===== src/logic/wb_pkg.sv =====
// Wishbone bus definitions shared by the safety bridge.
// Widths of the pipelined bus and the request and response bundles.

package wb_pkg;

	// Word address width, matching a 32-bit data bus with byte selects
	localparam int unsigned ADDR_W = 28;
	localparam int unsigned DATA_W = 32;
	localparam int unsigned SEL_W  = DATA_W / 8;

	////////////////////////////////////////////////////////////////////////////
	//
	// Request bundle
	//
	////////////////////////////////////////////////////////////////////////////

	// Everything that travels with stb, 65 bits in all
	typedef struct packed {
		logic              we;
		logic [ADDR_W-1:0] addr;
		logic [DATA_W-1:0] data;
		logic [SEL_W-1:0]  sel;
	} wb_req_t;

	////////////////////////////////////////////////////////////////////////////
	//
	// Response bundle
	//
	////////////////////////////////////////////////////////////////////////////

	// A well behaved slave never raises ack and err in the same cycle
	typedef struct packed {
		logic              ack;
		logic              err;
		logic [DATA_W-1:0] data;
	} wb_rsp_t;

endpackage


===== src/logic/safety_pkg.sv =====
// Safety bridge policy.
// Timeout limit, tracker width, self-reset option and fault causes.

package safety_pkg;

	// Longest run of downstream stall, or of waiting on a return
	localparam int unsigned TIMEOUT_CYCLES = 12;

	// Outstanding counter and timers, wide enough for TIMEOUT_CYCLES
	localparam int unsigned TRACK_W = 4;

	// Registered self reset of the slave, also raised on a fault
	localparam bit OPT_SELF_RESET = 1'b1;

	// Why the bridge last cut the slave off
	typedef enum logic [1:0] {
		NONE,
		TIMEOUT,
		BAD_RETURN,
		DOUBLE_RESPONSE
	} fault_cause_t;

endpackage


===== src/logic/wb_skid_buffer.sv =====
// Wishbone request skid buffer.
// Holds one extra request so that the upstream stall comes from a register.

`timescale 1ns/1ns

module wb_skid_buffer
(
	input  logic            i_clk,
	input  logic            i_reset,
	input  logic            i_wb_cyc,
	input  logic            i_valid,
	input  wb_pkg::wb_req_t i_req,
	output logic            o_stall,
	output logic            o_valid,
	output wb_pkg::wb_req_t o_req,
	input  logic            i_ready
);

	logic            r_valid;
	wb_pkg::wb_req_t r_req;

	// The held entry is the only thing that can stall the master
	assign o_stall = r_valid;
	assign o_valid = i_wb_cyc && (r_valid || i_valid);
	assign o_req   = r_valid ? r_req : i_req;

	// Capture an incoming request when the consumer refuses the current one
	always_ff @(posedge i_clk)
	begin
		if (i_reset || !i_wb_cyc)
			r_valid <= 1'b0;
		else if (i_valid && !o_stall && o_valid && !i_ready)
			r_valid <= 1'b1;
		else if (i_ready)
			r_valid <= 1'b0;
	end

	always_ff @(posedge i_clk)
	begin
		if (!o_stall)
			r_req <= i_req;
	end

	////////////////////////////////////////////////////////////////////////////
	//
	// Checks
	//
	////////////////////////////////////////////////////////////////////////////

	// A held request must not change while it waits for the forward stage
	a_held_stable : assert property (
		@(posedge i_clk) disable iff (i_reset)
		(o_valid && !i_ready) |=> (!i_wb_cyc || (o_valid && $stable(o_req)))
	);

endmodule


===== src/logic/wb_return_tracker.sv =====
// Return tracker for the Wishbone safety bridge.
// Counts owed returns, times stall and wait, raises faults and self reset.

`timescale 1ns/1ns

module wb_return_tracker
(
	input  logic                               i_clk,
	input  logic                               i_reset,
	input  logic                               i_wb_cyc,
	input  logic                               i_accept,
	input  logic                               i_dn_cyc,
	input  logic                               i_dn_stb,
	input  logic                               i_dn_stall,
	input  wb_pkg::wb_rsp_t                    i_dn_rsp,
	input  wb_pkg::wb_rsp_t                    i_up_rsp,
	output logic [safety_pkg::TRACK_W-1:0]     o_outstanding,
	output logic                               o_timeout,
	output logic                               o_fault,
	output logic                               o_reset,
	output safety_pkg::fault_cause_t           o_fault_cause
);

	logic [safety_pkg::TRACK_W-1:0] stall_timer;
	logic [safety_pkg::TRACK_W-1:0] wait_timer;
	logic [safety_pkg::TRACK_W-1:0] in_flight;
	logic                           dn_ret;
	logic                           stall_run;
	logic                           wait_run;
	logic                           bad_return;
	logic                           double_rsp;
	logic                           fault_event;

	assign dn_ret    = i_dn_cyc && (i_dn_rsp.ack || i_dn_rsp.err);
	assign stall_run = i_dn_stb && i_dn_stall;
	assign wait_run  = i_dn_cyc && !dn_ret && (o_outstanding != '0);

	// A stalled request and a registered upstream return cannot be answered now
	assign in_flight = {{(safety_pkg::TRACK_W-1){1'b0}}, stall_run}
		+ {{(safety_pkg::TRACK_W-1){1'b0}}, i_up_rsp.ack || i_up_rsp.err};

	assign bad_return  = i_wb_cyc && dn_ret && (o_outstanding <= in_flight);
	assign double_rsp  = i_wb_cyc && i_dn_cyc && i_dn_rsp.ack && i_dn_rsp.err;
	assign fault_event = bad_return || double_rsp || (i_wb_cyc && o_timeout);

	// An upstream err ends the whole bus cycle, so nothing stays owed after it
	always_ff @(posedge i_clk)
	begin
		if (i_reset || o_reset || i_up_rsp.err || !i_wb_cyc)
			o_outstanding <= '0;
		else
			case ({i_accept, i_up_rsp.ack})
				2'b10: o_outstanding <= o_outstanding + 1'b1;
				2'b01: o_outstanding <= o_outstanding - 1'b1;
				default: o_outstanding <= o_outstanding;
			endcase
	end

	////////////////////////////////////////////////////////////////////////////
	//
	// Stall and wait timers
	//
	////////////////////////////////////////////////////////////////////////////

	always_ff @(posedge i_clk)
	begin
		if (i_reset || !stall_run)
			stall_timer <= '0;
		else if (32'(stall_timer) < safety_pkg::TIMEOUT_CYCLES)
			stall_timer <= stall_timer + 1'b1;
	end

	always_ff @(posedge i_clk)
	begin
		if (i_reset || !wait_run)
			wait_timer <= '0;
		else if (32'(wait_timer) < safety_pkg::TIMEOUT_CYCLES)
			wait_timer <= wait_timer + 1'b1;
	end

	// Timers count earlier cycles, so this fires on the last allowed cycle
	always_ff @(posedge i_clk)
	begin
		if (i_reset)
			o_timeout <= 1'b0;
		else
			o_timeout <= (stall_run
					&& 32'(stall_timer) >= safety_pkg::TIMEOUT_CYCLES - 1)
				|| (wait_run
					&& 32'(wait_timer) >= safety_pkg::TIMEOUT_CYCLES - 1);
	end

	////////////////////////////////////////////////////////////////////////////
	//
	// Fault and self reset
	//
	////////////////////////////////////////////////////////////////////////////

	// The fault holds until the master has let go of the bus
	always_ff @(posedge i_clk)
	begin
		if (i_reset)
			o_fault <= 1'b0;
		else if (!i_wb_cyc && (o_reset || !safety_pkg::OPT_SELF_RESET))
			o_fault <= 1'b0;
		else if (fault_event)
			o_fault <= 1'b1;
	end

	// Keep the first cause of a fault visible until the next one
	always_ff @(posedge i_clk)
	begin
		if (i_reset)
			o_fault_cause <= safety_pkg::NONE;
		else if (fault_event && !o_fault)
		begin
			if (double_rsp)
				o_fault_cause <= safety_pkg::DOUBLE_RESPONSE;
			else if (bad_return)
				o_fault_cause <= safety_pkg::BAD_RETURN;
			else
				o_fault_cause <= safety_pkg::TIMEOUT;
		end
	end

	generate
		if (safety_pkg::OPT_SELF_RESET)
		begin : g_self_reset
			always_ff @(posedge i_clk)
			begin
				o_reset <= i_reset || o_fault || fault_event;
			end

			// The slave is held in reset for as long as the fault stands
			a_fault_resets : assert property (
				@(posedge i_clk) disable iff (i_reset)
				o_fault |-> o_reset
			);
		end
		else
		begin : g_pass_reset
			assign o_reset = i_reset;
		end
	endgenerate

	// Upstream acks come from the forward stage and must match owed returns
	a_no_underflow : assert property (
		@(posedge i_clk) disable iff (i_reset)
		(i_wb_cyc && i_up_rsp.ack) |-> (o_outstanding != '0)
	);

endmodule


===== src/logic/wb_forward_stage.sv =====
// Forwarding stage of the Wishbone safety bridge.
// Registers requests toward the slave and returns toward the master.

`timescale 1ns/1ns

module wb_forward_stage
(
	input  logic                           i_clk,
	input  logic                           i_reset,
	input  logic                           i_wb_cyc,
	input  logic                           i_valid,
	input  wb_pkg::wb_req_t                i_req,
	output logic                           o_ready,
	input  logic                           i_fault,
	input  logic                           i_self_reset,
	input  logic                           i_timeout,
	input  logic [safety_pkg::TRACK_W-1:0] i_outstanding,
	output logic                           o_dn_cyc,
	output logic                           o_dn_stb,
	output wb_pkg::wb_req_t                o_dn_req,
	input  logic                           i_dn_stall,
	input  wb_pkg::wb_rsp_t                i_dn_rsp,
	output wb_pkg::wb_rsp_t                o_up_rsp
);

	logic                           up_ack;
	logic                           up_err;
	logic [wb_pkg::DATA_W-1:0]      up_data;
	logic                           held;
	logic                           pending_up;
	logic                           dn_ack;
	logic                           dn_err;
	logic                           bad_return;
	logic                           owed;
	logic [safety_pkg::TRACK_W-1:0] in_flight;
	logic                           drop;

	assign held       = o_dn_stb && i_dn_stall;
	assign pending_up = up_ack || up_err;
	assign dn_ack     = o_dn_cyc && i_dn_rsp.ack;
	assign dn_err     = o_dn_cyc && i_dn_rsp.err;

	// Returns owed upstream, and those the slave may still legally send
	assign in_flight  = {{(safety_pkg::TRACK_W-1){1'b0}}, held}
		+ {{(safety_pkg::TRACK_W-1){1'b0}}, pending_up};
	assign owed       = i_outstanding > {{(safety_pkg::TRACK_W-1){1'b0}}, pending_up};
	assign bad_return = (dn_ack || dn_err) && (i_outstanding <= in_flight);

	// On a fault every queued request is taken and answered with err
	always_comb
	begin
		o_ready = !held;
		if (i_reset)
			o_ready = 1'b0;
		if (i_fault)
			o_ready = 1'b1;
		else if (i_self_reset)
			o_ready = 1'b0;
	end

	////////////////////////////////////////////////////////////////////////////
	//
	// Downstream request
	//
	////////////////////////////////////////////////////////////////////////////

	assign drop = i_reset || i_fault || i_self_reset || i_timeout || dn_err || up_err;

	always_ff @(posedge i_clk)
	begin
		if (drop)
			o_dn_cyc <= 1'b0;
		else
			o_dn_cyc <= i_wb_cyc && (o_dn_cyc || i_valid);
	end

	always_ff @(posedge i_clk)
	begin
		if (drop || !i_wb_cyc)
			o_dn_stb <= 1'b0;
		else if (!held)
			o_dn_stb <= i_valid;
	end

	always_ff @(posedge i_clk)
	begin
		if (!held)
			o_dn_req <= i_req;
	end

	////////////////////////////////////////////////////////////////////////////
	//
	// Upstream return
	//
	////////////////////////////////////////////////////////////////////////////

	always_ff @(posedge i_clk)
	begin
		if (i_reset || !i_wb_cyc)
		begin
			up_ack <= 1'b0;
			up_err <= 1'b0;
		end
		else if (i_fault)
		begin
			up_ack <= 1'b0;
			up_err <= i_valid && o_ready;
		end
		else if (i_self_reset || up_err)
		begin
			up_ack <= 1'b0;
			up_err <= 1'b0;
		end
		else if (i_timeout || dn_err || bad_return)
		begin
			up_ack <= 1'b0;
			up_err <= owed;
		end
		else
		begin
			up_ack <= dn_ack;
			up_err <= 1'b0;
		end
	end

	always_ff @(posedge i_clk)
	begin
		up_data <= i_dn_rsp.data;
	end

	assign o_up_rsp = '{ack: up_ack, err: up_err, data: up_data};

	a_one_response : assert property (
		@(posedge i_clk) disable iff (i_reset)
		!(o_up_rsp.ack && o_up_rsp.err)
	);

endmodule


===== src/logic/wb_safety_top.sv =====
// Wishbone safety bridge between a pipelined master and an untrusted slave.
// Faults on timeout or bad returns, ends the cycle with err, resets the slave.

`timescale 1ns/1ns

module wb_safety_top
(
	input  logic                     i_clk,
	input  logic                     i_reset,
	// Upstream master
	input  logic                     i_wb_cyc,
	input  logic                     i_wb_stb,
	input  wb_pkg::wb_req_t          i_wb_req,
	output logic                     o_wb_stall,
	output wb_pkg::wb_rsp_t          o_wb_rsp,
	// Downstream slave
	output logic                     o_dn_cyc,
	output logic                     o_dn_stb,
	output wb_pkg::wb_req_t          o_dn_req,
	input  logic                     i_dn_stall,
	input  wb_pkg::wb_rsp_t          i_dn_rsp,
	// Safety status
	output logic                     o_reset,
	output logic                     o_fault,
	output safety_pkg::fault_cause_t o_fault_cause
);

	logic                           skd_valid;
	logic                           skd_ready;
	wb_pkg::wb_req_t                skd_req;
	logic [safety_pkg::TRACK_W-1:0] outstanding;
	logic                           timeout;

	wb_skid_buffer u_skid (
		.i_clk(i_clk), .i_reset(i_reset), .i_wb_cyc(i_wb_cyc),
		.i_valid(i_wb_stb), .i_req(i_wb_req), .o_stall(o_wb_stall),
		.o_valid(skd_valid), .o_req(skd_req), .i_ready(skd_ready)
	);

	wb_return_tracker u_tracker (
		.i_clk(i_clk), .i_reset(i_reset), .i_wb_cyc(i_wb_cyc),
		.i_accept(skd_valid && skd_ready),
		.i_dn_cyc(o_dn_cyc), .i_dn_stb(o_dn_stb), .i_dn_stall(i_dn_stall),
		.i_dn_rsp(i_dn_rsp), .i_up_rsp(o_wb_rsp), .o_outstanding(outstanding),
		.o_timeout(timeout), .o_fault(o_fault), .o_reset(o_reset),
		.o_fault_cause(o_fault_cause)
	);

	wb_forward_stage u_forward (
		.i_clk(i_clk), .i_reset(i_reset), .i_wb_cyc(i_wb_cyc),
		.i_valid(skd_valid), .i_req(skd_req), .o_ready(skd_ready),
		.i_fault(o_fault), .i_self_reset(o_reset), .i_timeout(timeout),
		.i_outstanding(outstanding), .o_dn_cyc(o_dn_cyc), .o_dn_stb(o_dn_stb),
		.o_dn_req(o_dn_req), .i_dn_stall(i_dn_stall), .i_dn_rsp(i_dn_rsp),
		.o_up_rsp(o_wb_rsp)
	);

endmodule


===== config.mk =====
export PLATFORM = sky130hd
export DESIGN_NAME = wb_safety_top
export DESIGN_NICKNAME = d
export VERILOG_FILES = /design/src/logic/wb_pkg.sv /design/src/logic/safety_pkg.sv /design/src/logic/wb_skid_buffer.sv /design/src/logic/wb_return_tracker.sv /design/src/logic/wb_forward_stage.sv /design/src/logic/wb_safety_top.sv
export SDC_FILE = /design/constraint.sdc
export NUM_CORES = 1
export LEC_CHECK = 0
export ABC_AREA = 1
export BUFFER_PORTS_ARGS = -buffer_cell sky130_fd_sc_hd__buf_2
export CORE_MARGIN = 3
export CORE_UTILIZATION = 45
export CTS_CLUSTER_DIAMETER = 40
export DETAILED_ROUTE_END_ITERATION = 10
export GPL_ROUTABILITY_DRIVEN = 1
export HOLD_SLACK_MARGIN = 0.02
export PLACE_DENSITY = 0.72
export RECOVER_POWER = 25
export SLEW_MARGIN = 20
export SYNTH_ARGS = -nofsm -noshare
export SYNTH_HDL_FRONTEND = slang
export SYNTH_SLANG_ARGS = --single-unit

===== constraint.sdc =====
create_clock -name i_clk -period 4 [get_ports i_clk]
set_input_delay 0.8 -clock i_clk [delete_from_list [all_inputs] [get_ports i_clk]]
set_output_delay 0.8 -clock i_clk [all_outputs]
set_load 0.01 [all_outputs]

# Word-level counts from Yosys, hierarchy flattened

Index checks and enable logic that the tools add are counted.

Output and inout port bits: 106
Flip-flop bits (word level): 184

$add $sub $neg: 5
Muxes and demuxes: 12
Magnitude comparators: 6
Reductions and logical operators: 59
Equality and inequality tests: 2

Operator list:

| cell                | count |
|---|---|
| $mux 65             | 1 |
| $logic_or 1x1->1    | 24 |
| $logic_and 1x1->1   | 23 |
| $add 4x1->4 const B | 3 |
| $ge 4x4->1 const B  | 2 |
| $lt 4x4->1 const B  | 2 |
| $mux 1              | 8 |
| $pmux 4 s2          | 1 |
| $logic_not 1->1     | 7 |
| $gt 4x1->1          | 1 |
| $le 4x4->1          | 1 |
| $mux 2              | 2 |
| $reduce_bool 2->1   | 2 |
| $reduce_bool 4->1   | 1 |
| $reduce_or 4->1     | 1 |
| $sub 4x1->4 const B | 1 |
| $add 1x1->2         | 1 |
| $eq 2x1->1 const B  | 1 |
| $eq 2x2->1 const B  | 1 |
| $reduce_or 2->1     | 1 |

# Longest topological paths before layout

Gate-level depths: netlist (run 1).

Word-level depth: 8
Mapped depth: 13
Depth with buffers taken out: 13

# Cells and area by module

From an unflattened synthesis (run 1), not the netlist that was laid out.

Cells, all modules: 544
Area total of the unflattened synthesis: 5979.5 µm²

Modules (own cells, without submodules):

| module            | times used | area an instance (µm²) | sequential area each (µm²) | cells an instance |
|---|---|---|---|---|
| wb_forward_stage  | 1          | 2919.0                 | 2672.6                     | 147 |
| wb_skid_buffer    | 1          | 2167.1                 | 1321.3                     | 280 |
| wb_return_tracker | 1          | 885.8                  | 340.3                      | 115 |
| wb_safety_top     | 1          | 7.5                    | 0.0                        | 2 |

# Worst setup path before layout (run 1)

OpenSTA, ideal clock, no wires.

Kind: input -> register
Start: input port i_dn_stall
End: register u_tracker.o_outstanding[3] (netlist name)
Arrival: 3.585 ns
Required time: 3.930 ns
Slack: 0.345 ns
Stages: 11
Cell sequence: nand2_1 nand2_1 inv_1 o21ai_0 ha_1 ha_1 a21oi_1 nand2_1 xnor2_1 nand2_1 a21oi_1

Cells in the longest elaborated chain, start to end: 8
Elaborated cells on any way between the ends: 10

Ends and longest elaborated chain:

| element                                         | RTL line                | text |
|---|---|---|
| start, declared                                 | wb_safety_top.sv:20     | `input logic i_dn_stall,` |
| $logic_and 1x1->1 *                             | wb_forward_stage.sv:38  | `assign held = o_dn_stb && i_dn_stall;` |
| $logic_not 1->1 *                               | wb_forward_stage.sv:52  | `o_ready = !held;` |
| $mux 1 *                                        | wb_forward_stage.sv:53  | `if (i_reset)` |
| $mux 1 *                                        | wb_forward_stage.sv:57  | `else if (i_self_reset)` |
| $mux 1 *                                        | wb_forward_stage.sv:55  | `if (i_fault)` |
| $logic_and 1x1->1 *                             | wb_safety_top.sv:42     | `.i_accept(skd_valid && skd_ready),` |
| $eq 2x1->1 or $eq 2x2->1 (tied branches)        | wb_return_tracker.sv:52 | `case ({i_accept, i_up_rsp.ack})` |
| $pmux 4 s2 or $reduce_bool 2->1 (tied branches) | n/a                     |  |
| end signal, assigned                            | wb_return_tracker.sv:53 | `2'b10: o_outstanding <= o_outstanding + 1'b1;` |
| end signal, assigned                            | wb_return_tracker.sv:54 | `2'b01: o_outstanding <= o_outstanding - 1'b1;` |
| end signal, assigned                            | wb_return_tracker.sv:55 | `default: o_outstanding <= o_outstanding;` |
| end, declared                                   | wb_return_tracker.sv:17 | `output logic [safety_pkg::TRACK_W-1:0] o_outstanding,` |

Mark *: on every way between the ends. The rest lies on a longest branch, timed or not.
A chain may end at the register's enable or synchronous reset.

# Worst setup path in the final report (run 1)

Start: register u_skid.r_valid (netlist: u_skid.o_stall)
End: register u_tracker.o_outstanding[3] (netlist name)

Cells in the longest elaborated chain, start to end: 5
Elaborated cells on any way between the ends: 7

Ends and longest elaborated chain:

| element                                         | RTL line                | text |
|---|---|---|
| start, declared                                 | wb_skid_buffer.sv:19    | `logic r_valid;` |
| start signal, assigned                          | wb_skid_buffer.sv:31    | `r_valid <= 1'b0;` |
| start signal, assigned                          | wb_skid_buffer.sv:33    | `r_valid <= 1'b1;` |
| start signal, assigned                          | wb_skid_buffer.sv:35    | `r_valid <= 1'b0;` |
| $logic_or 1x1->1 *                              | wb_skid_buffer.sv:24    | `assign o_valid = i_wb_cyc && (r_valid \|\| i_valid);` |
| $logic_and 1x1->1 *                             | wb_skid_buffer.sv:24    |  |
| $logic_and 1x1->1 *                             | wb_safety_top.sv:42     |  |
| $eq 2x1->1 or $eq 2x2->1 (tied branches)        | wb_return_tracker.sv:52 |  |
| $pmux 4 s2 or $reduce_bool 2->1 (tied branches) | n/a                     |  |

Marked as above.

==> flow_summary.ini, run 1 <==
[synth]
ys_seq_elements = 184
syn-num-nets = 497
synth.yosys.warnings = 0
syn_inst = 383
netlist_area_pre_place_sq_um = 6038
synth.yosys.seq_area_share = 0.7178
avgSynthCellArea_sq_um = 15.77
synth_cell_type_count = 35

[finish]
synthesis_to_layout_area_growth_pct = 27.75
layout-drive-gt1-share = 0.4708
antenna-diode-count = 0
final_common_cell = sky130_fd_sc_hd__buf_2
most_frequent_cells_in_the_layout = sky130_fd_sc_hd__buf_2 (207), sky130_fd_sc_hd__dfxtp_1 (118), sky130_fd_sc_hd__edfxtp_1 (65)
num-nets-final = 717
layout.filler_cells = 1071

[routing]
drtPass1Iterations = 4
drc = 0
routedWlPerCell_um = 15.28
finalWirelength_um = 12040
initialDrtViolationCount = 211
routed-via-count = 3691
drt.antenna.violating_nets = 0
routed_via_density = 4.684

[grt]
grt_start_max_net_pins = 66
grt.met3_usage = 0.06639
busiest_layer = met2
wire_length_of_the_first_global_routing_pass_um = 18710
globalRouteTotalUtil = 0.1654
grt.met2_usage = 0.2700
grt_antenna_before_repair = 1
gr_ovfl_total = 0
groute.layer.met1.usage = 0.1920
first_global_vias = 3928

[clocking]
cts.sink_count = 184
clk_pin_slew_ns = 0.06
cts_tree = built
cts_inserted_buffers = 17
clk_path_buf_depth = 2
cts_resized = 0
cell_at_the_root_of_the_clock_tree = sky130_fd_sc_hd__clkbuf_16
hold_buffers = 0
post-cts-setup-buffer-count = 0
clock_latency_ns = 0.42
cts.htree.levels = 4

[floorplanning]
top_level_port_count = 210
die_outline_area_sq_um = 14840
rows = 41
core_footprint_sq_um = 12880
initial_utilization = 0.4690
die_w_um = 121.8
die_height_um = 121.8

[critical_path]
critical_path_arrival_ns = 2.80
cp_data_required_time_ns = 4.35
critPathSlowestCell = sky130_fd_sc_hd__dfxtp_4
timing.rr.start = u_skid.o_stall
worst-r2r-cell-count = 10
kind_of_launch_point_of_the_worst_setup_path = register
end_kind = register
timing.reg2reg.setup_slack_ns = 1.55
crit_path_max_fanout = 39
timing.critical_path.slowest_cell_delay_ns = 0.69
timing_worst_setup_path_type = reg -> reg
timing.critical_path.cells = o21ai_0 -> inv_1 -> o21ai_0 -> ha_1 -> ha_1 -> a21oi_1 -> nand2_1 -> xnor2_1 -> nand2_1 -> a21oi_1
timing.rr.end = u_tracker.o_outstanding[3]

[sta]
slew-limit-headroom = 0.4253
finalHoldWorstSlack_ns = 0.4604
drv_slew = 0
max_slew.worst_pin.slew_ns = 0.8620
finalHoldViolCount = 0
peak_clock_frequency_supported_by_timing_ghz = 0.4089
worst_slack_ns = 1.554
final.setup_skew_ns = 0.009586
grt_setup_unrepaired = false
timing.final.setup_violations = 0
setup_total_negative_slack_ns = 0
min_period_over_period = 0.6114
finalWorstPathRequiredPeriod_ns = 2.446

[place]
place_congestion = 0.8603
detailedPlacementHpwl_um = 8845
dpl_worst_slack_ns = 1.466
place.port_buffers = 209

[worst_hold_path]
min_to = u_skid.r_req[43]
min_path_cells = 1
worstHoldPathType = reg -> reg
hold_wc_startpoint = u_skid.r_req[43]

[power_and_ir_drop]
worst_ir_drop_vdd_mv = 0.3453
report.power.total_mw = 3.935
power.leakage_nw = 3.457
power_density_nw_per_um2 = 510.1

[run]
cap_viol_max_count = 0

[outcome]
run_status = complete, no violations
==> power by group <==
group / switching (mW) / total, mW / internal [mW]
Combinational: 0.128 / 0.261 / 0.133
Sequential: 0.0394 / 2.10 / 2.06
Clock: 0.668 / 1.57 / 0.903
==> critical path: cells and delay by family, from the launching register on <==
kind	cells	cell delay [ns]
AOI/OAI and AO/OA	4	0.66
buffers and inverters	1	0.14
xor gates and xnor gates	1	0.14
adders and majority gates	2	0.61
DFF	1	0.69
and+or+nand+nor	2	0.14
==> cell type report <==
type                    instances  area [sq um]  area share
inverters                      23         86.33     0.01119
clock buffers                  24         513.0     0.06650
repair buffers                211          1059      0.1372
well taps                     172         215.2     0.02790
multi-input cells             166          1446      0.1875
clock inverters                 8         56.30    0.007299
flip-flops and latches        184          4338      0.5624
==> metal layers <==
layer,vias to the layer above,share of wire
met1,1709,0.40
li1,1768,-
met4,2,0.024
met2,185,0.48
met3,27,0.093
met5,-,0.0012
==> worst max-delay path by stage <==
stage | startpoint | endpoint | slack (ns) | depth (start not counted)
2_1_floorplan | i_dn_stall | u_tracker.o_outstanding[3] | 0.35 | 11
3_3_place_gp | i_wb_cyc | u_tracker.o_outstanding[3] | 1.58 | 11
3_5_place_dp | i_wb_cyc | u_tracker.o_outstanding[3] | 1.47 | 11
4_1_cts | u_skid.o_stall | u_tracker.o_outstanding[3] | 1.52 | 10
5_1_grt | u_skid.o_stall | u_tracker.o_outstanding[3] | 1.32 | 10
6_report | u_skid.o_stall | u_tracker.o_outstanding[3] | 1.55 | 10
==> stage by stage <==
step	std cells	utilization	cell area (sq um)
2_1_floorplan	383	-	6038
3_3_place_gp	756	0.5620	7237
3_5_place_dp	756	0.5620	7237
4_1_cts	788	0.6063	7806
5_1_grt	788	0.5991	7714
6_report	788	0.5991	7714
==> synthesized netlist by cell type <==
master                     number  area (sq um)
sky130_fd_sc_hd__o21ai_0        5         25.02
sky130_fd_sc_hd__fa_1           1         20.02
sky130_fd_sc_hd__nor3_1         1         5.000
sky130_fd_sc_hd__nor2_2         1         6.260
sky130_fd_sc_hd__nor2_4         1         11.26
sky130_fd_sc_hd__mux2_1        10         112.6
sky130_fd_sc_hd__o21ai_1        4         20.02
sky130_fd_sc_hd__edfxtp_1      65          1952
sky130_fd_sc_hd__buf_4          3         22.52
sky130_fd_sc_hd__xnor2_1        3         26.28
sky130_fd_sc_hd__a21oi_2        3         26.28
sky130_fd_sc_hd__a21oi_1       14         70.07
sky130_fd_sc_hd__nand3_2        5         50.05
sky130_fd_sc_hd__nand4_1        1         6.260
sky130_fd_sc_hd__mux2_4        40         600.6
sky130_fd_sc_hd__dfxtp_1      119          2382
sky130_fd_sc_hd__nor4_1         1         6.260
sky130_fd_sc_hd__buf_2          2         10.01
sky130_fd_sc_hd__buf_6          5         56.30
sky130_fd_sc_hd__nand3_1        7         35.03
sky130_fd_sc_hd__nand2_2        6         37.54
sky130_fd_sc_hd__a31oi_1        1         6.260
sky130_fd_sc_hd__nand2_1       22         82.58
sky130_fd_sc_hd__nor4_2         1         12.51
sky130_fd_sc_hd__nor2_1         9         33.78
sky130_fd_sc_hd__o21a_1         1         7.510
sky130_fd_sc_hd__o22ai_1        1         6.260
sky130_fd_sc_hd__mux2_2        15         168.9
sky130_fd_sc_hd__o211ai_1       1         7.510
sky130_fd_sc_hd__xor2_1         1         8.760
sky130_fd_sc_hd__or2_2          1         6.260
sky130_fd_sc_hd__inv_2          2         7.510
sky130_fd_sc_hd__nand3_4        1         17.52
sky130_fd_sc_hd__inv_1         21         78.83
sky130_fd_sc_hd__ha_1           9         112.6
==> state kept, by name, indices dropped and copies added (netlist names), 2 cells and up <==
register	cells
u_tracker.o_outstanding	4
u_forward.up_data	32
u_tracker.wait_timer	4
u_tracker.o_fault_cause	2
u_tracker.stall_timer	4
u_skid.r_req	65
u_forward.o_dn_req	65
==> kinds of logic (layout without fill, tap and decap cells) <==
logic type / after synthesis / count (layout) / synth area share
flip-flops: 184 / 184 / 0.7178
adder cells (fa/ha/maj): 10 / 10 / 0.02196
XOR/XNOR: 4 / 4 / 0.005803
AO/OA/AOI/OAI: 30 / 30 / 0.02798
AND/OR/NAND/NOR: 57 / 57 / 0.05139
multiplexers: 65 / 65 / 0.1461
buffers and inverters: 33 / 266 / 0.02901
Note: power is estimated with default switching activity, not from simulation.
==> run 2, diff against run 1 <==
==> constraint.sdc (replaced) <==
create_clock -name i_clk -period 2.3 [get_ports i_clk]
set_input_delay 0.46 -clock i_clk [delete_from_list [all_inputs] [get_ports i_clk]]
set_output_delay 0.46 -clock i_clk [all_outputs]
set_load 0.01 [all_outputs]
==> flow_summary.ini, run 2 (synthesis gave the netlist of run 1 again) <==
[sta]
drv_slew = 0
finalHoldViolCount = 0
final.setup_skew_ns = 0.009772
min_period_over_period = 0.8624
peak_clock_frequency_supported_by_timing_ghz = 0.5041
finalWorstPathRequiredPeriod_ns = 1.984
grt_setup_unrepaired = false
setup_total_negative_slack_ns = 0
timing.final.setup_violations = 0
max_slew.worst_pin.slew_ns = 0.5866
slew-limit-headroom = 0.6089

[clocking]
cell_at_the_root_of_the_clock_tree = sky130_fd_sc_hd__clkbuf_16
cts_tree = built
clock_latency_ns = 0.42
cts.htree.levels = 4
post-cts-setup-buffer-count = 0
clk_pin_slew_ns = 0.06
cts.sink_count = 184
hold_buffers = 0
clk_path_buf_depth = 2
cts_inserted_buffers = 17
cts_resized = 0

[routing]
routed_via_density = 4.582
routedWlPerCell_um = 14.69
drtPass1Iterations = 4
routed-via-count = 3620
drc = 0
initialDrtViolationCount = 162
drt.antenna.violating_nets = 0
finalWirelength_um = 11610

[worst_hold_path]
min_to = u_forward.up_data[17]
min_path_cells = 1
worstHoldPathType = in -> reg
hold_wc_startpoint = i_dn_rsp[17]

[floorplanning]
die_w_um = 121.8
die_outline_area_sq_um = 14840
rows = 41
top_level_port_count = 210
core_footprint_sq_um = 12880
initial_utilization = 0.4690
die_height_um = 121.8

[critical_path]
cp_data_required_time_ns = 2.65
timing.rr.start = u_forward.o_dn_stb
timing.rr.end = u_tracker.o_outstanding[3]
critPathSlowestCell = sky130_fd_sc_hd__dfxtp_1
end_kind = register
timing_worst_setup_path_type = reg -> reg
timing.reg2reg.setup_slack_ns = 0.32
kind_of_launch_point_of_the_worst_setup_path = register
crit_path_max_fanout = 4
timing.critical_path.slowest_cell_delay_ns = 0.43
critical_path_arrival_ns = 2.34
timing.critical_path.cells = nand2_8 -> nand2_1 -> inv_1 -> o21ai_0 -> ha_1 -> ha_1 -> a21oi_1 -> nand2_1 -> xnor2_1 -> nand2_1 -> a21oi_1
worst-r2r-cell-count = 11
critPathMostFrequentCell = sky130_fd_sc_hd__nand2_1

[grt]
gr_ovfl_total = 0
wire_length_of_the_first_global_routing_pass_um = 18020
grt_start_max_net_pins = 67
globalRouteTotalUtil = 0.1592
grt_antenna_before_repair = 0
first_global_vias = 3675

[finish]
synthesis_to_layout_area_growth_pct = 27.95
num-nets-final = 719
largestRegisters = u_forward.o_dn_req x65, u_skid.r_req x65, u_forward.up_data x32
layout.filler_cells = 1063
final_common_cell = sky130_fd_sc_hd__buf_2
most_frequent_cells_in_the_layout = sky130_fd_sc_hd__buf_2 (209), sky130_fd_sc_hd__dfxtp_1 (118), sky130_fd_sc_hd__edfxtp_1 (65)
antenna-diode-count = 0
layout-drive-gt1-share = 0.4660

[place]
place.port_buffers = 209
place_congestion = 0.8268
detailedPlacementHpwl_um = 8449

[power_and_ir_drop]
power_density_nw_per_um2 = 887.5
power.leakage_nw = 3.451
report.power.total_mw = 6.857
worst_ir_drop_vdd_mv = 0.4675

[run]
cap_viol_max_count = 0

[outcome]
run_status = complete, no violations
[run 2: changes by cell type in the layout (fill, tap and decap cells not counted), moves of 2 or more]
cell,change
sky130_fd_sc_hd__mux2_1,+3
sky130_fd_sc_hd__clkbuf_8,-3
sky130_fd_sc_hd__inv_6,+2
sky130_fd_sc_hd__clkinv_4,-2
sky130_fd_sc_hd__buf_2,+2
sky130_fd_sc_hd__mux2_2,+4
sky130_fd_sc_hd__mux2_4,-7
[run 2: report_power, final]
part           total [mW]  internal [mW]  switching [mW]
logic               0.460          0.229           0.231
registers            3.65           3.59          0.0568
clock network        2.75           1.59            1.16
[run 2: final cells by class]
type / instances / area (sq um) / area share
sequential: 184 / 4338 / 0.5615
multi-input combinational: 166 / 1434 / 0.1856
timing repair buffer: 213 / 1089 / 0.1409
clock buffer: 22 / 475.5 / 0.06154
tap: 172 / 215.2 / 0.02785
clock inverter: 10 / 88.84 / 0.01150
inverter: 23 / 86.33 / 0.01117
[run 2: through the flow]
| step | utilization | area, sq um | setup slack, ns | hold WS (ns) | instances |
|---|---|---|---|---|---|
| after floorplan | - | 6055 | 0.1621 | 0.4349 | 383 |
| after global placement | 0.5649 | 7273 | 0.2159 | 0.4406 | 758 |
| after detailed placement | 0.5649 | 7273 | 0.1245 | 0.4518 | 758 |
| after CTS | 0.6087 | 7838 | 0.3124 | 0.1151 | 790 |
| after global routing | 0.6000 | 7726 | 0.1717 | 0.1055 | 790 |
| final | 0.6000 | 7726 | 0.3164 | 0.1329 | 790 |
[run 2: routing by layer]
metal | vias to the layer above | GRT usage | part of all wire
met5 | - | 0 | 0
met4 | 0 | 0.07353 | 0.021
met3 | 23 | 0.06267 | 0.098
met2 | 170 | 0.2607 | 0.48
met1 | 1644 | 0.1843 | 0.40
li1 | 1783 | - | -
[run 2: critical path, delay by kind of cell, from the launching register on]
kind                     cells  cell delay (ns)
AO/OA/AOI/OAI                3             0.45
XOR/XNOR                     1             0.15
adder cells (fa/ha/maj)      2             0.57
buffers and inverters        1             0.05
flip-flops                   1             0.43
AND/OR/NAND/NOR              4             0.28
[run 2: worst max-delay path by stage]
stage                        from                    endpoint  slack, ns
2_1_floorplan  u_forward.o_dn_stb  u_tracker.o_outstanding[1]       0.16
3_3_place_gp             i_wb_cyc  u_tracker.o_outstanding[3]       0.22
3_5_place_dp             i_wb_stb  u_tracker.o_outstanding[3]       0.12
4_1_cts        u_forward.o_dn_stb  u_tracker.o_outstanding[3]       0.31
5_1_grt        u_forward.o_dn_stb  u_tracker.o_outstanding[3]       0.17
6_report       u_forward.o_dn_stb  u_tracker.o_outstanding[3]       0.32
==> run 3, diff against run 2 <==
--- a/config.mk
+++ b/config.mk
@@ -8,14 +8,13 @@
 export ABC_AREA = 1
 export BUFFER_PORTS_ARGS = -buffer_cell sky130_fd_sc_hd__buf_2
 export CORE_MARGIN = 3
-export CORE_UTILIZATION = 45
+export CORE_UTILIZATION = 49
 export CTS_CLUSTER_DIAMETER = 40
 export DETAILED_ROUTE_END_ITERATION = 10
 export GPL_ROUTABILITY_DRIVEN = 1
 export HOLD_SLACK_MARGIN = 0.02
-export PLACE_DENSITY = 0.72
+export PLACE_DENSITY = 0.78
 export RECOVER_POWER = 25
-export SLEW_MARGIN = 20
 export SYNTH_ARGS = -nofsm -noshare
 export SYNTH_HDL_FRONTEND = slang
 export SYNTH_SLANG_ARGS = --single-unit
==> flow_summary.ini, run 3 (synthesis gave the netlist of run 1 again) <==
[routing]
finalWirelength_um = 11600
initialDrtViolationCount = 249
routed_via_density = 4.788
routed-via-count = 3639
routedWlPerCell_um = 15.27
drtPass1Iterations = 4
drt.antenna.violating_nets = 0
drc = 0

[clocking]
cts_inserted_buffers = 17
clk_path_buf_depth = 2
clock_latency_ns = 0.42
cell_at_the_root_of_the_clock_tree = sky130_fd_sc_hd__clkbuf_16
cts_tree = built
clk_pin_slew_ns = 0.06
cts_resized = 0
post-cts-setup-buffer-count = 0
hold_buffers = 0
cts.sink_count = 184
cts.htree.levels = 4

[floorplanning]
initial_utilization = 0.5156
die_w_um = 117.0
die_outline_area_sq_um = 13690
core_footprint_sq_um = 11710
top_level_port_count = 210
die_height_um = 117.0
rows = 39

[grt]
globalRouteTotalUtil = 0.1688
groute.layer.met1.usage = 0.1841
grt_antenna_before_repair = 0
grt_start_max_net_pins = 67
first_global_vias = 3675
gr_ovfl_total = 0
busiest_layer = met2
grt.met2_usage = 0.2973
wire_length_of_the_first_global_routing_pass_um = 17510
grt.met3_usage = 0.06992

[place]
place_congestion = 0.8682
place_area_sq_um = 7229
place.port_buffers = 209
dpl_worst_slack_ns = 0.1211
dp.cells = 728
detailedPlacementHpwl_um = 8498

[finish]
finish.utilization = 0.6532
antenna-diode-count = 0
num-nets-final = 718
layout-drive-gt1-share = 0.4668
largestRegisters = u_forward.o_dn_req x65, u_skid.r_req x65, u_forward.up_data x32
synthesis_to_layout_area_growth_pct = 26.69
most_frequent_cells_in_the_layout = sky130_fd_sc_hd__buf_2 (208), sky130_fd_sc_hd__dfxtp_1 (118), sky130_fd_sc_hd__edfxtp_1 (65)
number_of_standard_cells_in_the_final_layout_excluding_fillers = 760
finalInstanceArea_sq_um = 7650
final_common_cell = sky130_fd_sc_hd__buf_2

[power_and_ir_drop]
power.leakage_nw = 3.415
report.power.total_mw = 6.709
worst_ir_drop_vdd_mv = 0.5222
power_density_nw_per_um2 = 877.0

[sta]
finalWorstPathRequiredPeriod_ns = 1.992
final.setup_skew_ns = 0.007353
min_period_over_period = 0.8662
peak_clock_frequency_supported_by_timing_ghz = 0.5020
setup_total_negative_slack_ns = 0
worst_slack_ns = 0.3078
slew-limit-headroom = 0.2372
finalHoldViolCount = 0
max_slew.worst_pin.slew_ns = 1.144
finalHoldWorstSlack_ns = 0.1398
timing.final.setup_violations = 0
drv_slew = 0
grt_setup_unrepaired = false

[critical_path]
crit_path_max_fanout = 4
cp_data_required_time_ns = 2.65
end_kind = register
kind_of_launch_point_of_the_worst_setup_path = register
critical_path_arrival_ns = 2.34
timing_worst_setup_path_type = reg -> reg

[worst_hold_path]
worstHoldPathType = in -> reg

[outcome]
run_status = complete, no violations

[run]
cap_viol_max_count = 0
## run 3: worst paths after layout
kind | start | endpoint | slack, ns | depth (start not counted)
worst max-delay path | u_skid.o_stall | u_tracker.o_outstanding[3] | 0.31 | 10
worst min-delay path | i_dn_rsp[30] | u_forward.up_data[30] | 0.14 | 1
worst max register to register | u_skid.o_stall | u_tracker.o_outstanding[3] | 0.31 | 10
worst min register to register | u_skid.r_req[40] | u_skid.r_req[40] | 0.46 | 1
## run 3: metal layers
| metal | up-vias | share of wire |
|---|---|---|
| met5 | - | 0 |
| met4 | 0 | 0.010 |
| met3 | 12 | 0.085 |
| met2 | 162 | 0.52 |
| met1 | 1683 | 0.39 |
| li1 | 1782 | - |
## run 3: layout make-up
class	instances	area, sq um
inverters	23	86.33
flip-flops and latches	184	4338
clock buffers	19	442.9
repair buffers	212	1076
multi-input cells	166	1429
clock inverters	13	98.84
fillers	899	4061
well taps	143	178.9
## run 3: power by group
group	internal [mW]	switching, mW
combinational	0.225	0.228
sequential	3.59	0.0563
clock	1.42	1.19
total	5.23	1.47
## run 3: worst max-delay path: stages (launching register included)
cell,delay (ns)
sky130_fd_sc_hd__dfxtp_4,0.35
sky130_fd_sc_hd__o21ai_1,0.26
sky130_fd_sc_hd__inv_1,0.09
sky130_fd_sc_hd__o21ai_0,0.09
sky130_fd_sc_hd__ha_1,0.26
sky130_fd_sc_hd__ha_1,0.30
sky130_fd_sc_hd__a21oi_1,0.13
sky130_fd_sc_hd__nand2_1,0.07
sky130_fd_sc_hd__xnor2_1,0.15
sky130_fd_sc_hd__nand2_1,0.08
sky130_fd_sc_hd__a21oi_1,0.12
